==> src/lpif_consts.svh <==
////////////////////////////////////////
// Width and bit-position constants for
// the x2 half slave logic link
////////////////////////////////////////
`ifndef LPIF_CONSTS_SVH
`define LPIF_CONSTS_SVH

// User field widths
`define LPIF_DATA_W         128
`define LPIF_STATE_W        8
`define LPIF_PROTID_W       4
`define LPIF_CRC_W          16

// Half-beats per transfer, one bit each in valid masks
`define LPIF_BEAT_W         2

// Packed link word, sum of all user fields
`define LPIF_WORD_W         162

// One PHY channel, strobe + payload + marker
`define LPIF_PHY_W          83
`define LPIF_LANE_PAYLOAD_W 81
`define LPIF_STB_BIT        0
`define LPIF_MRK_BIT        82

// Bring-up delay values and counters
`define LPIF_DELAY_W        16

`endif

==> src/lpif_pkg.sv <==
////////////////////////////////////////
// Shared types for the logic link
////////////////////////////////////////
`include "lpif_consts.svh"

package lpif_pkg;

  // Whole link word, valid bits at the bottom
  typedef logic [`LPIF_WORD_W-1:0] link_word_t;

  // One PHY channel as seen on the pins
  typedef logic [`LPIF_PHY_W-1:0] phy_chan_t;

  // User data field
  typedef logic [`LPIF_DATA_W-1:0] lpif_data_t;

  // CRC field
  typedef logic [`LPIF_CRC_W-1:0] lpif_crc_t;

  // Link state field
  typedef logic [`LPIF_STATE_W-1:0] lpif_state_t;

  // Per half-beat mask
  // used for valid, dvalid, crc_valid and markers
  typedef logic [`LPIF_BEAT_W-1:0] beat_mask_t;

  // Delay setting or running delay count
  typedef logic [`LPIF_DELAY_W-1:0] delay_cnt_t;

endpackage

==> src/ll_auto_sync.sv <==
`timescale 1ns/1ps
////////////////////////////////////////
// Link bring-up sequencing
// Online delays, auto strobe and marker bits
////////////////////////////////////////
module ll_auto_sync
  import lpif_pkg::*;
(
  input  logic       clk_wr,
  input  logic       rst_n,
  input  logic       tx_online,
  input  logic       rx_online,
  input  beat_mask_t tx_mrk_userbit,
  input  logic       tx_stb_userbit,
  input  delay_cnt_t delay_x_value,
  input  delay_cnt_t delay_y_value,
  input  delay_cnt_t delay_z_value,
  output logic       tx_online_delay,
  output logic       rx_online_delay,
  output beat_mask_t tx_auto_mrk_userbit,
  output logic       tx_auto_stb_userbit
);

  // Counter slots
  localparam int CNT_TX_Z = 0;
  localparam int CNT_TX_Y = 1;
  localparam int CNT_RX_X = 2;
  localparam int NUM_CNT  = 3;

  logic       cnt_in   [NUM_CNT];
  delay_cnt_t cnt_lim  [NUM_CNT];
  delay_cnt_t cnt_q    [NUM_CNT];
  logic       cnt_done [NUM_CNT];

  ////////////////////////////////////////
  // Counter inputs and limits

  always_comb begin
    // Payload gate on tx side
    cnt_in[CNT_TX_Z]  = tx_online;
    cnt_lim[CNT_TX_Z] = delay_z_value;
    // Strobe gate, also tx side
    cnt_in[CNT_TX_Y]  = tx_online;
    cnt_lim[CNT_TX_Y] = delay_y_value;
    // Receive gate
    cnt_in[CNT_RX_X]  = rx_online;
    cnt_lim[CNT_RX_X] = delay_x_value;
  end

  ////////////////////////////////////////
  // Saturating delay counters

  always_ff @(posedge clk_wr) begin
    for (int i = 0; i < NUM_CNT; i++) begin
      // Restart whenever the level drops
      if (!rst_n || !cnt_in[i]) begin
        cnt_q[i] <= '0;
      end else if (cnt_q[i] != '1) begin
        cnt_q[i] <= cnt_q[i] + 1'b1;
      end
    end
  end

  // Zero delay passes the level through same cycle
  always_comb begin
    for (int i = 0; i < NUM_CNT; i++) begin
      cnt_done[i] = cnt_in[i] && (cnt_q[i] >= cnt_lim[i]);
    end
  end

  ////////////////////////////////////////
  // Outputs

  assign tx_online_delay = cnt_done[CNT_TX_Z];
  assign rx_online_delay = cnt_done[CNT_RX_X];

  // Persistent strobe once the y delay has run out
  assign tx_auto_stb_userbit = cnt_done[CNT_TX_Y] & tx_stb_userbit;

  // Markers go out first, as soon as tx is online
  assign tx_auto_mrk_userbit = tx_online ? tx_mrk_userbit : '0;

endmodule

==> src/lpif_field_pack.sv <==
`timescale 1ns/1ps
////////////////////////////////////////
// Upstream field packing
// User fields into one transmit link word
////////////////////////////////////////
`include "lpif_consts.svh"

module lpif_field_pack
  import lpif_pkg::*;
(
  input  lpif_state_t               ustrm_state,
  input  logic [`LPIF_PROTID_W-1:0] ustrm_protid,
  input  lpif_data_t                ustrm_data,
  input  beat_mask_t                ustrm_dvalid,
  input  lpif_crc_t                 ustrm_crc,
  input  beat_mask_t                ustrm_crc_valid,
  input  beat_mask_t                ustrm_valid,
  input  logic                      m_gen2_mode,
  output link_word_t                tx_word
);

  // Gen1 runs on the lower data half only
  localparam int HALF_W = `LPIF_DATA_W / 2;

  lpif_data_t data_keep;
  beat_mask_t beat_keep;

  lpif_data_t data_m;
  beat_mask_t dvalid_m;
  beat_mask_t crc_valid_m;
  beat_mask_t valid_m;

  ////////////////////////////////////////
  // Gen1 masking

  // Full width in gen2
  assign data_keep = m_gen2_mode ? '1 : lpif_data_t'({HALF_W{1'b1}});

  // Gen1 keeps half-beat 0 only
  assign beat_keep = m_gen2_mode ? '1 : beat_mask_t'(1);

  assign data_m      = ustrm_data & data_keep;
  assign dvalid_m    = ustrm_dvalid & beat_keep;
  assign crc_valid_m = ustrm_crc_valid & beat_keep;
  assign valid_m     = ustrm_valid & beat_keep;

  ////////////////////////////////////////
  // Word assembly

  // Low to high: valid, crc_valid, crc, dvalid, data, protid, state
  assign tx_word = {
    ustrm_state,
    ustrm_protid,
    data_m,
    dvalid_m,
    ustrm_crc,
    crc_valid_m,
    valid_m
  };

endmodule

==> src/lpif_field_unpack.sv <==
`timescale 1ns/1ps
////////////////////////////////////////
// Downstream field unpacking
// Receive link word to user fields
////////////////////////////////////////
`include "lpif_consts.svh"

module lpif_field_unpack
  import lpif_pkg::*;
(
  input  link_word_t                rx_word,
  input  logic                      rx_online_delay,
  input  logic                      m_gen2_mode,
  output lpif_state_t               dstrm_state,
  output logic [`LPIF_PROTID_W-1:0] dstrm_protid,
  output lpif_data_t                dstrm_data,
  output beat_mask_t                dstrm_dvalid,
  output lpif_crc_t                 dstrm_crc,
  output beat_mask_t                dstrm_crc_valid,
  output beat_mask_t                dstrm_valid
);

  // Field offsets in the link word
  localparam int POS_VALID     = 0;
  localparam int POS_CRC_VALID = POS_VALID + `LPIF_BEAT_W;
  localparam int POS_CRC       = POS_CRC_VALID + `LPIF_BEAT_W;
  localparam int POS_DVALID    = POS_CRC + `LPIF_CRC_W;
  localparam int POS_DATA      = POS_DVALID + `LPIF_BEAT_W;
  localparam int POS_PROTID    = POS_DATA + `LPIF_DATA_W;
  localparam int POS_STATE     = POS_PROTID + `LPIF_PROTID_W;

  localparam int HALF_W = `LPIF_DATA_W / 2;

  lpif_data_t data_keep;
  beat_mask_t beat_keep;
  beat_mask_t beat_gate;

  ////////////////////////////////////////
  // Masks

  // Far end may send junk in the upper half in gen1
  assign data_keep = m_gen2_mode ? '1 : lpif_data_t'({HALF_W{1'b1}});
  assign beat_keep = m_gen2_mode ? '1 : beat_mask_t'(1);

  // Nothing is valid before rx is online
  assign beat_gate = rx_online_delay ? beat_keep : '0;

  ////////////////////////////////////////
  // Field slicing

  // Plain fields pass straight through
  assign dstrm_state  = rx_word[POS_STATE +: `LPIF_STATE_W];
  assign dstrm_protid = rx_word[POS_PROTID +: `LPIF_PROTID_W];
  assign dstrm_crc    = rx_word[POS_CRC +: `LPIF_CRC_W];

  // Data takes the gen mask only
  assign dstrm_data = rx_word[POS_DATA +: `LPIF_DATA_W] & data_keep;

  // Valid strobes take mask and online gate
  assign dstrm_dvalid    = rx_word[POS_DVALID +: `LPIF_BEAT_W] & beat_gate;
  assign dstrm_crc_valid = rx_word[POS_CRC_VALID +: `LPIF_BEAT_W] & beat_gate;
  assign dstrm_valid     = rx_word[POS_VALID +: `LPIF_BEAT_W] & beat_gate;

endmodule

==> src/lpif_lane_map.sv <==
`timescale 1ns/1ps
////////////////////////////////////////
// Link word to PHY channel mapping
// Tx split with strobe/marker, rx reassembly
////////////////////////////////////////
`include "lpif_consts.svh"

module lpif_lane_map
  import lpif_pkg::*;
(
  input  logic       clk_wr,
  input  logic       rst_n,
  input  link_word_t tx_word,
  input  logic       tx_online_delay,
  input  logic       tx_online,
  input  logic       tx_auto_stb_userbit,
  input  beat_mask_t tx_auto_mrk_userbit,
  output phy_chan_t  tx_phy0,
  output phy_chan_t  tx_phy1,
  input  phy_chan_t  rx_phy0,
  input  phy_chan_t  rx_phy1,
  output link_word_t rx_word
);

  // Payload sits just above the strobe bit
  localparam int PL_LO = `LPIF_STB_BIT + 1;
  localparam int PL_W  = `LPIF_LANE_PAYLOAD_W;

  logic                     stb_bit;
  beat_mask_t               mrk_bits;
  logic [PL_W-1:0]          tx_pl0;
  logic [PL_W-1:0]          tx_pl1;
  phy_chan_t                tx_ch0_d;
  phy_chan_t                tx_ch1_d;
  phy_chan_t                rx_ch0_q;
  phy_chan_t                rx_ch1_q;

  ////////////////////////////////////////
  // Transmit channel build

  // Sync bits only while tx is online
  assign stb_bit  = tx_online & tx_auto_stb_userbit;
  assign mrk_bits = tx_online ? tx_auto_mrk_userbit : '0;

  // Payload held at zero until the z delay runs out
  assign tx_pl0 = tx_online_delay ? tx_word[0 +: PL_W] : '0;
  assign tx_pl1 = tx_online_delay ? tx_word[PL_W +: PL_W] : '0;

  always_comb begin
    tx_ch0_d = '0;
    tx_ch1_d = '0;
    // Low half of the word on channel 0
    tx_ch0_d[PL_LO +: PL_W]      = tx_pl0;
    tx_ch0_d[`LPIF_STB_BIT]      = stb_bit;
    tx_ch0_d[`LPIF_MRK_BIT]      = mrk_bits[0];
    // High half on channel 1, same strobe, own marker
    tx_ch1_d[PL_LO +: PL_W]      = tx_pl1;
    tx_ch1_d[`LPIF_STB_BIT]      = stb_bit;
    tx_ch1_d[`LPIF_MRK_BIT]      = mrk_bits[1];
  end

  // Single register stage toward the PHY
  always_ff @(posedge clk_wr) begin
    if (!rst_n) begin
      tx_phy0 <= '0;
      tx_phy1 <= '0;
    end else begin
      tx_phy0 <= tx_ch0_d;
      tx_phy1 <= tx_ch1_d;
    end
  end

  ////////////////////////////////////////
  // Receive reassembly

  // Capture both channels on the same edge
  always_ff @(posedge clk_wr) begin
    if (!rst_n) begin
      rx_ch0_q <= '0;
      rx_ch1_q <= '0;
    end else begin
      rx_ch0_q <= rx_phy0;
      rx_ch1_q <= rx_phy1;
    end
  end

  // Strobe and marker dropped, payloads rejoined
  assign rx_word = {rx_ch1_q[PL_LO +: PL_W], rx_ch0_q[PL_LO +: PL_W]};

endmodule

==> src/lpif_txrx_x2_slave_top.sv <==
`timescale 1ns/1ps
////////////////////////////////////////
// x2 half slave logic link top level
////////////////////////////////////////
`include "lpif_consts.svh"

module lpif_txrx_x2_slave_top
  import lpif_pkg::*;
(
  input  logic                      clk_wr,
  input  logic                      rst_n,

  // Link control levels
  input  logic                      tx_online,
  input  logic                      rx_online,

  // PHY channels
  output phy_chan_t                 tx_phy0,
  output phy_chan_t                 tx_phy1,
  input  phy_chan_t                 rx_phy0,
  input  phy_chan_t                 rx_phy1,

  // Downstream user fields
  output lpif_state_t               dstrm_state,
  output logic [`LPIF_PROTID_W-1:0] dstrm_protid,
  output lpif_data_t                dstrm_data,
  output beat_mask_t                dstrm_dvalid,
  output lpif_crc_t                 dstrm_crc,
  output beat_mask_t                dstrm_crc_valid,
  output beat_mask_t                dstrm_valid,

  // Upstream user fields
  input  lpif_state_t               ustrm_state,
  input  logic [`LPIF_PROTID_W-1:0] ustrm_protid,
  input  lpif_data_t                ustrm_data,
  input  beat_mask_t                ustrm_dvalid,
  input  lpif_crc_t                 ustrm_crc,
  input  beat_mask_t                ustrm_crc_valid,
  input  beat_mask_t                ustrm_valid,

  // Configuration
  input  logic                      m_gen2_mode,
  input  beat_mask_t                tx_mrk_userbit,
  input  logic                      tx_stb_userbit,
  input  delay_cnt_t                delay_x_value,
  input  delay_cnt_t                delay_y_value,
  input  delay_cnt_t                delay_z_value
);

  link_word_t tx_word;
  link_word_t rx_word;
  logic       tx_online_delay;
  logic       rx_online_delay;
  logic       tx_auto_stb_userbit;
  beat_mask_t tx_auto_mrk_userbit;

  ////////////////////////////////////////
  // Bring-up sequencing

  ll_auto_sync u_auto_sync (
    .clk_wr              (clk_wr),
    .rst_n               (rst_n),
    .tx_online           (tx_online),
    .rx_online           (rx_online),
    .tx_mrk_userbit      (tx_mrk_userbit),
    .tx_stb_userbit      (tx_stb_userbit),
    .delay_x_value       (delay_x_value),
    .delay_y_value       (delay_y_value),
    .delay_z_value       (delay_z_value),
    .tx_online_delay     (tx_online_delay),
    .rx_online_delay     (rx_online_delay),
    .tx_auto_mrk_userbit (tx_auto_mrk_userbit),
    .tx_auto_stb_userbit (tx_auto_stb_userbit)
  );

  ////////////////////////////////////////
  // Data path, pack -> lanes -> unpack

  lpif_field_pack u_field_pack (
    .ustrm_state     (ustrm_state),
    .ustrm_protid    (ustrm_protid),
    .ustrm_data      (ustrm_data),
    .ustrm_dvalid    (ustrm_dvalid),
    .ustrm_crc       (ustrm_crc),
    .ustrm_crc_valid (ustrm_crc_valid),
    .ustrm_valid     (ustrm_valid),
    .m_gen2_mode     (m_gen2_mode),
    .tx_word         (tx_word)
  );

  // Only registered stages of the link
  lpif_lane_map u_lane_map (
    .clk_wr              (clk_wr),
    .rst_n               (rst_n),
    .tx_word             (tx_word),
    .tx_online_delay     (tx_online_delay),
    .tx_online           (tx_online),
    .tx_auto_stb_userbit (tx_auto_stb_userbit),
    .tx_auto_mrk_userbit (tx_auto_mrk_userbit),
    .tx_phy0             (tx_phy0),
    .tx_phy1             (tx_phy1),
    .rx_phy0             (rx_phy0),
    .rx_phy1             (rx_phy1),
    .rx_word             (rx_word)
  );

  lpif_field_unpack u_field_unpack (
    .rx_word         (rx_word),
    .rx_online_delay (rx_online_delay),
    .m_gen2_mode     (m_gen2_mode),
    .dstrm_state     (dstrm_state),
    .dstrm_protid    (dstrm_protid),
    .dstrm_data      (dstrm_data),
    .dstrm_dvalid    (dstrm_dvalid),
    .dstrm_crc       (dstrm_crc),
    .dstrm_crc_valid (dstrm_crc_valid),
    .dstrm_valid     (dstrm_valid)
  );

endmodule

==> config.mk <==
export PLATFORM = sky130hd
export DESIGN_NAME = lpif_txrx_x2_slave_top
export DESIGN_NICKNAME = d
export VERILOG_FILES = /design/src/lpif_pkg.sv /design/src/ll_auto_sync.sv /design/src/lpif_field_pack.sv /design/src/lpif_field_unpack.sv /design/src/lpif_lane_map.sv /design/src/lpif_txrx_x2_slave_top.sv
export VERILOG_INCLUDE_DIRS = /design/src
export SDC_FILE = /design/constraint.sdc
export NUM_CORES = 1
export LEC_CHECK = 0
export CAP_MARGIN = 20
export CORE_AREA = 4 4 273 275
export CTS_CLUSTER_DIAMETER = 200
export DETAILED_ROUTE_END_ITERATION = 10
export DIE_AREA = 0 0 277 279
export DONT_BUFFER_PORTS = 1
export GPL_TIMING_DRIVEN = 0
export PLACE_DENSITY = 0.43
export SKIP_LAST_GASP = 1
export SLEW_MARGIN = 20
export SYNTH_ARGS = -nofsm -noshare
export SYNTH_HDL_FRONTEND = slang
export SYNTH_HIERARCHICAL = 1
export SYNTH_SLANG_ARGS = --single-unit
==> constraint.sdc <==
create_clock -name clk_wr -period 6.2 [get_ports clk_wr]
set_input_delay 0.93 -clock clk_wr [delete_from_list [all_inputs] [get_ports clk_wr]]
set_output_delay 0.93 -clock clk_wr [all_outputs]
set_load 0.01 [all_outputs]
==> results_tabular.tex <==
\begin{tabular}{lr}
\hline
Metric & Value \\
\hline
\multicolumn{2}{l}{\textbf{Layout}} \\
Number of nets in the layout & between 1500 and 2000 \\
Footprint of the multi-input gates & 4979 µm² \\
Synthesis-to-finish area growth & 17.25\% \\
Post-layout utilization of the core & 24.39\% \\
Share of cells above drive strength 1 & between 20\% and 30\% \\
Layout fillers & 7810 \\
Sequential cell area & 7988 µm² \\
\multicolumn{2}{l}{\textbf{Die}} \\
I/O pin cnt & 712 \\
Chip Height & 279 µm \\
Horizontal die dimension & 277 µm \\
Std-Cell Core Area & 72340 µm² \\
Overall die area & 77280 µm² \\
Floorplan row count & 99 \\
Initial Util & 20.80\% \\
\multicolumn{2}{l}{\textbf{Clocking}} \\
Number of H-tree branching levels & 2 \\
Worst-Skew Late Latency & roughly 0.56 ns \\
Hold buffers post-CTS & 0 \\
Post-CTS Setup Bufs & 0 \\
Clock slew at the register clock pins of the worst setup and hold paths & 0.06 ns \\
Post-cts resize count & 0 \\
Clk buf depth & 3 \\
Master cell of the clock root buffer & clkbuf\_16 \\
Sinks on the clock net & 375 \\
Clock tree from TritonCTS & yes \\
CTS Buf Count & 43 \\
\multicolumn{2}{l}{\textbf{Timing}} \\
Setup Viol. Count Final & 0 \\
Setup\_tns & 0 ns \\
Layout Skew & around 0.016 ns \\
Transition at the pin with the smallest max-transition slack & 0.9778 ns \\
Final slew viol count & 0 \\
Worst Setup Slack, final & 2.411 ns \\
Min cycle time layout & 3.789 ns \\
Top achievable clock speed & 263.9 MHz \\
Portion of the clock cycle consumed by the worst path in the final layout & 61.11\% \\
Setup repair after global routing missed its margin & no \\
Final hold violation count & 0 \\
Relative slew margins & about 35\% \\
\multicolumn{2}{l}{\textbf{Setup path}} \\
Max Fanout on Critical Path & 6 \\
Critical path startpoint category & register \\
Slowest Stage Delay on Critical Path & 0.64 ns \\
Critical Path, Cell by Cell & inv\_1 -> ha\_1 -> nand2b\_1 -> a2111oi\_0 -> nor3\_1 -> o21ai\_0 -> a21oi\_1 -> and3\_1 \\
Worst path required time & 5.27 ns \\
Crit Path Class & register to output port \\
Slowest cell on crit path & a21oi\_1 \\
Crit path DAT & 2.86 ns \\
Type of destination of the critical path & output port \\
\multicolumn{2}{l}{\textbf{Power and ir drop}} \\
Static leakage power & 8.149 nW \\
P per Cell Area & 299.3 nW/µm² \\
Maximum ir drop on the vdd rail & approximately 190 µV \\
\multicolumn{2}{l}{\textbf{Drt}} \\
Number of design rule violations left after detail routing & 0 \\
Initial DRC count & 335 \\
Via density per instance & 3.882 \\
Via count & approximately 9700 \\
Routed Antenna Nets & 0 \\
First-pass iteration count of the detailed router & 4 \\
Wire length per cell & 20.11 µm \\
Detailed Route WL & 50.06 mm \\
\multicolumn{2}{l}{\textbf{Logic synthesis}} \\
Dominant register cell in the synthesized netlist & dfxtp\_1 \\
Count of distinct cell types in the synthesized netlist & 39 \\
Number of warnings reported in the yosys synthesis log & 6 \\
Post-Syn Area & 15050 µm² \\
Share of the yosys chip area belonging to registers & 53.08\% \\
Number of register bits inferred by synthesis & 375 \\
Async set-reset flop share out of synthesis & 0\% \\
Average size of a mapped cell & 10.42 µm² \\
Syn Inst Count & 1444 \\
Number of synthesized flops with an enable pin & 48 \\
Syn nets & 1879 \\
\multicolumn{2}{l}{\textbf{Placed design}} \\
Final weighted congestion in routability-driven placement & 0.8761 \\
Count of input and output buffers & 0 \\
Worst setup timing slack at the placement stage & about 2.5 ns \\
Placed wire-length estimate after detailed placement & 40.65 mm \\
\multicolumn{2}{l}{\textbf{Global route}} \\
Global-route usage over all layers & 12.13\% \\
Number of antenna violations at the first check in global routing & 20 \\
Maximum number of pins on one net before global-route repair & 17 \\
Wire length of the first global-routing pass & 70.51 mm \\
Number of global-route vias before repair & 10092 \\
Overflow after GRT & 0 \\
\multicolumn{2}{l}{\textbf{Run status}} \\
Outcome & complete, no violations \\
\multicolumn{2}{l}{\textbf{Min path}} \\
Hold/Removal Path Class & input pin to register \\
\multicolumn{2}{l}{\textbf{Job}} \\
Max-Cap Viols & 0 \\
\hline
\end{tabular}
-- final timing paths --
path / startpoint / endpoint / slack [ns] / cells after the start
max: u_auto_sync/cnt_q[2][0]$_SDFFCE_PN0P_ / dstrm_dvalid[1] / 2.41 / 8
min reg2reg: u_auto_sync/cnt_q[1][10]$_SDFFCE_PN0P_ / u_auto_sync/cnt_q[1][10]$_SDFFCE_PN0P_ / 0.65 / 2
min: rx_phy0[55] / u_lane_map/rx_ch0_q[55]$_SDFF_PN0_ / 0.50 / 1
max reg2reg: u_auto_sync/cnt_q[0][0]$_SDFFCE_PN0P_ / u_lane_map/tx_phy1[40]$_SDFF_PN0_ / 3.14 / 9
-- cells in the mapped netlist, types with 2 or more instances --
master / number / area share (%)
a21oi_1: 22 / 0.73
edfxtp_1: 48 / 9.6
and3_1: 176 / 7.3
buf_4: 194 / 9.7
o211ai_1: 3 / 0.15
nand3_1: 19 / 0.63
dfxtp_1: 327 / 44
nand4_1: 11 / 0.46
inv_1: 54 / 1.3
buf_2: 19 / 0.63
and2_1: 299 / 12
a21o_1: 3 / 0.15
nor4_4: 2 / 0.28
and3_4: 3 / 0.22
clkbuf_1: 17 / 0.42
buf_6: 20 / 1.5
ha_1: 51 / 4.2
nor3_1: 8 / 0.27
and4_1: 3 / 0.17
clkbuf_2: 10 / 0.33
nor2_1: 54 / 1.3
xor2_1: 24 / 1.4
xnor2_1: 16 / 0.93
a2111oi_0: 4 / 0.23
o21ai_0: 11 / 0.37
nor4_1: 2 / 0.083
nand2_1: 28 / 0.70
nand2b_1: 5 / 0.21
-- where the power goes --
part	switching, W	leakage (nW)	total, W	internal [W]
logic	0.000151	4.21	0.000305	0.000154
clock network	0.00102	0.673	0.00244	0.00143
registers	0.0000189	3.27	0.00253	0.00251
total	0.00119	8.15	0.00528	0.00409
-- sequential cells by signal, indices dropped and copies added (netlist names) --
register and count:
u_lane_map/rx_ch0_q 81, u_lane_map/rx_ch1_q 81, u_auto_sync/cnt_q 48, u_lane_map/tx_phy0 83, u_lane_map/tx_phy1 82
-- kinds of logic (layout without fill, tap and decap cells) --
kind of cell	count (synthesis)	count (layout)	synth area share, %
simple gates	617	617	24.54
flops	375	375	53.08
buf+inv	314	391	13.91
fa+ha+maj	51	51	4.240
compound gates	47	47	1.904
xor+xnor	40	40	2.328
other cells	0	9	0
-- metal layers --
layer  vias to the layer above  track usage (%)  wire, µm  share of wire (%)
met4                         2            4.233      1530                3.1
met3                        76            4.640      4380                8.8
li1                       4602                -         -                  -
met2                       446            21.18     24800                 50
met5                         -                0        13              0.026
met1                      4536            13.56     19330                 39
-- final cells by class --
cell class	count	area share, %
clock inverter	12	0.4609
clock buffer	65	7.261
antenna	9	0.1276
tap	959	6.800
multi-input combinational	755	28.22
inverter	54	1.149
buffer	260	10.71
sequential	375	45.27
-- cell usage in the layout (no fill, tap or decap), types with 2 or more instances in the layout --
cell / n
a2111oi_0: 4
a21o_1: 3
a21oi_1: 21
and2_1: 299
and3_1: 176
and3_4: 3
and4_1: 3
buf_2: 19
buf_4: 194
buf_6: 20
clkbuf_1: 29
clkbuf_16: 45
clkbuf_2: 10
clkbuf_8: 8
clkinv_2: 8
dfxtp_1: 327
diode_2: 9
edfxtp_1: 48
ha_1: 51
inv_1: 54
nand2_1: 28
nand2b_1: 5
nand3_1: 19
nand4_1: 11
nor2_1: 54
nor3_1: 8
nor4_1: 2
nor4_4: 2
o211ai_1: 3
o21ai_0: 11
xnor2_1: 16
xor2_1: 24
-- worst max-delay path: cells and delay by family (launching register included) --
family / cells / cell delay, ns
and+or+nand+nor: 3 / 0.64
AOI/OAI and AO/OA: 3 / 0.84
DFF: 1 / 0.48
buffers and inverters: 1 / 0.08
adders and majority gates: 1 / 0.27
-- per-stage QoR --
stage	instances	area, µm²	power (W)	hold slack [ns]
2_1_floorplan	1444	15050	0.002816	0.5974
3_3_place_gp	2403	16250	0.002892	0.6318
3_5_place_dp	2403	16260	0.002896	0.6431
4_1_cts	2480	17620	0.005394	0.4394
5_1_grt	2485	17630	0.005515	0.4474
6_report	2489	17640	0.005280	0.4983
Note: power is estimated with default switching activity, not from simulation.
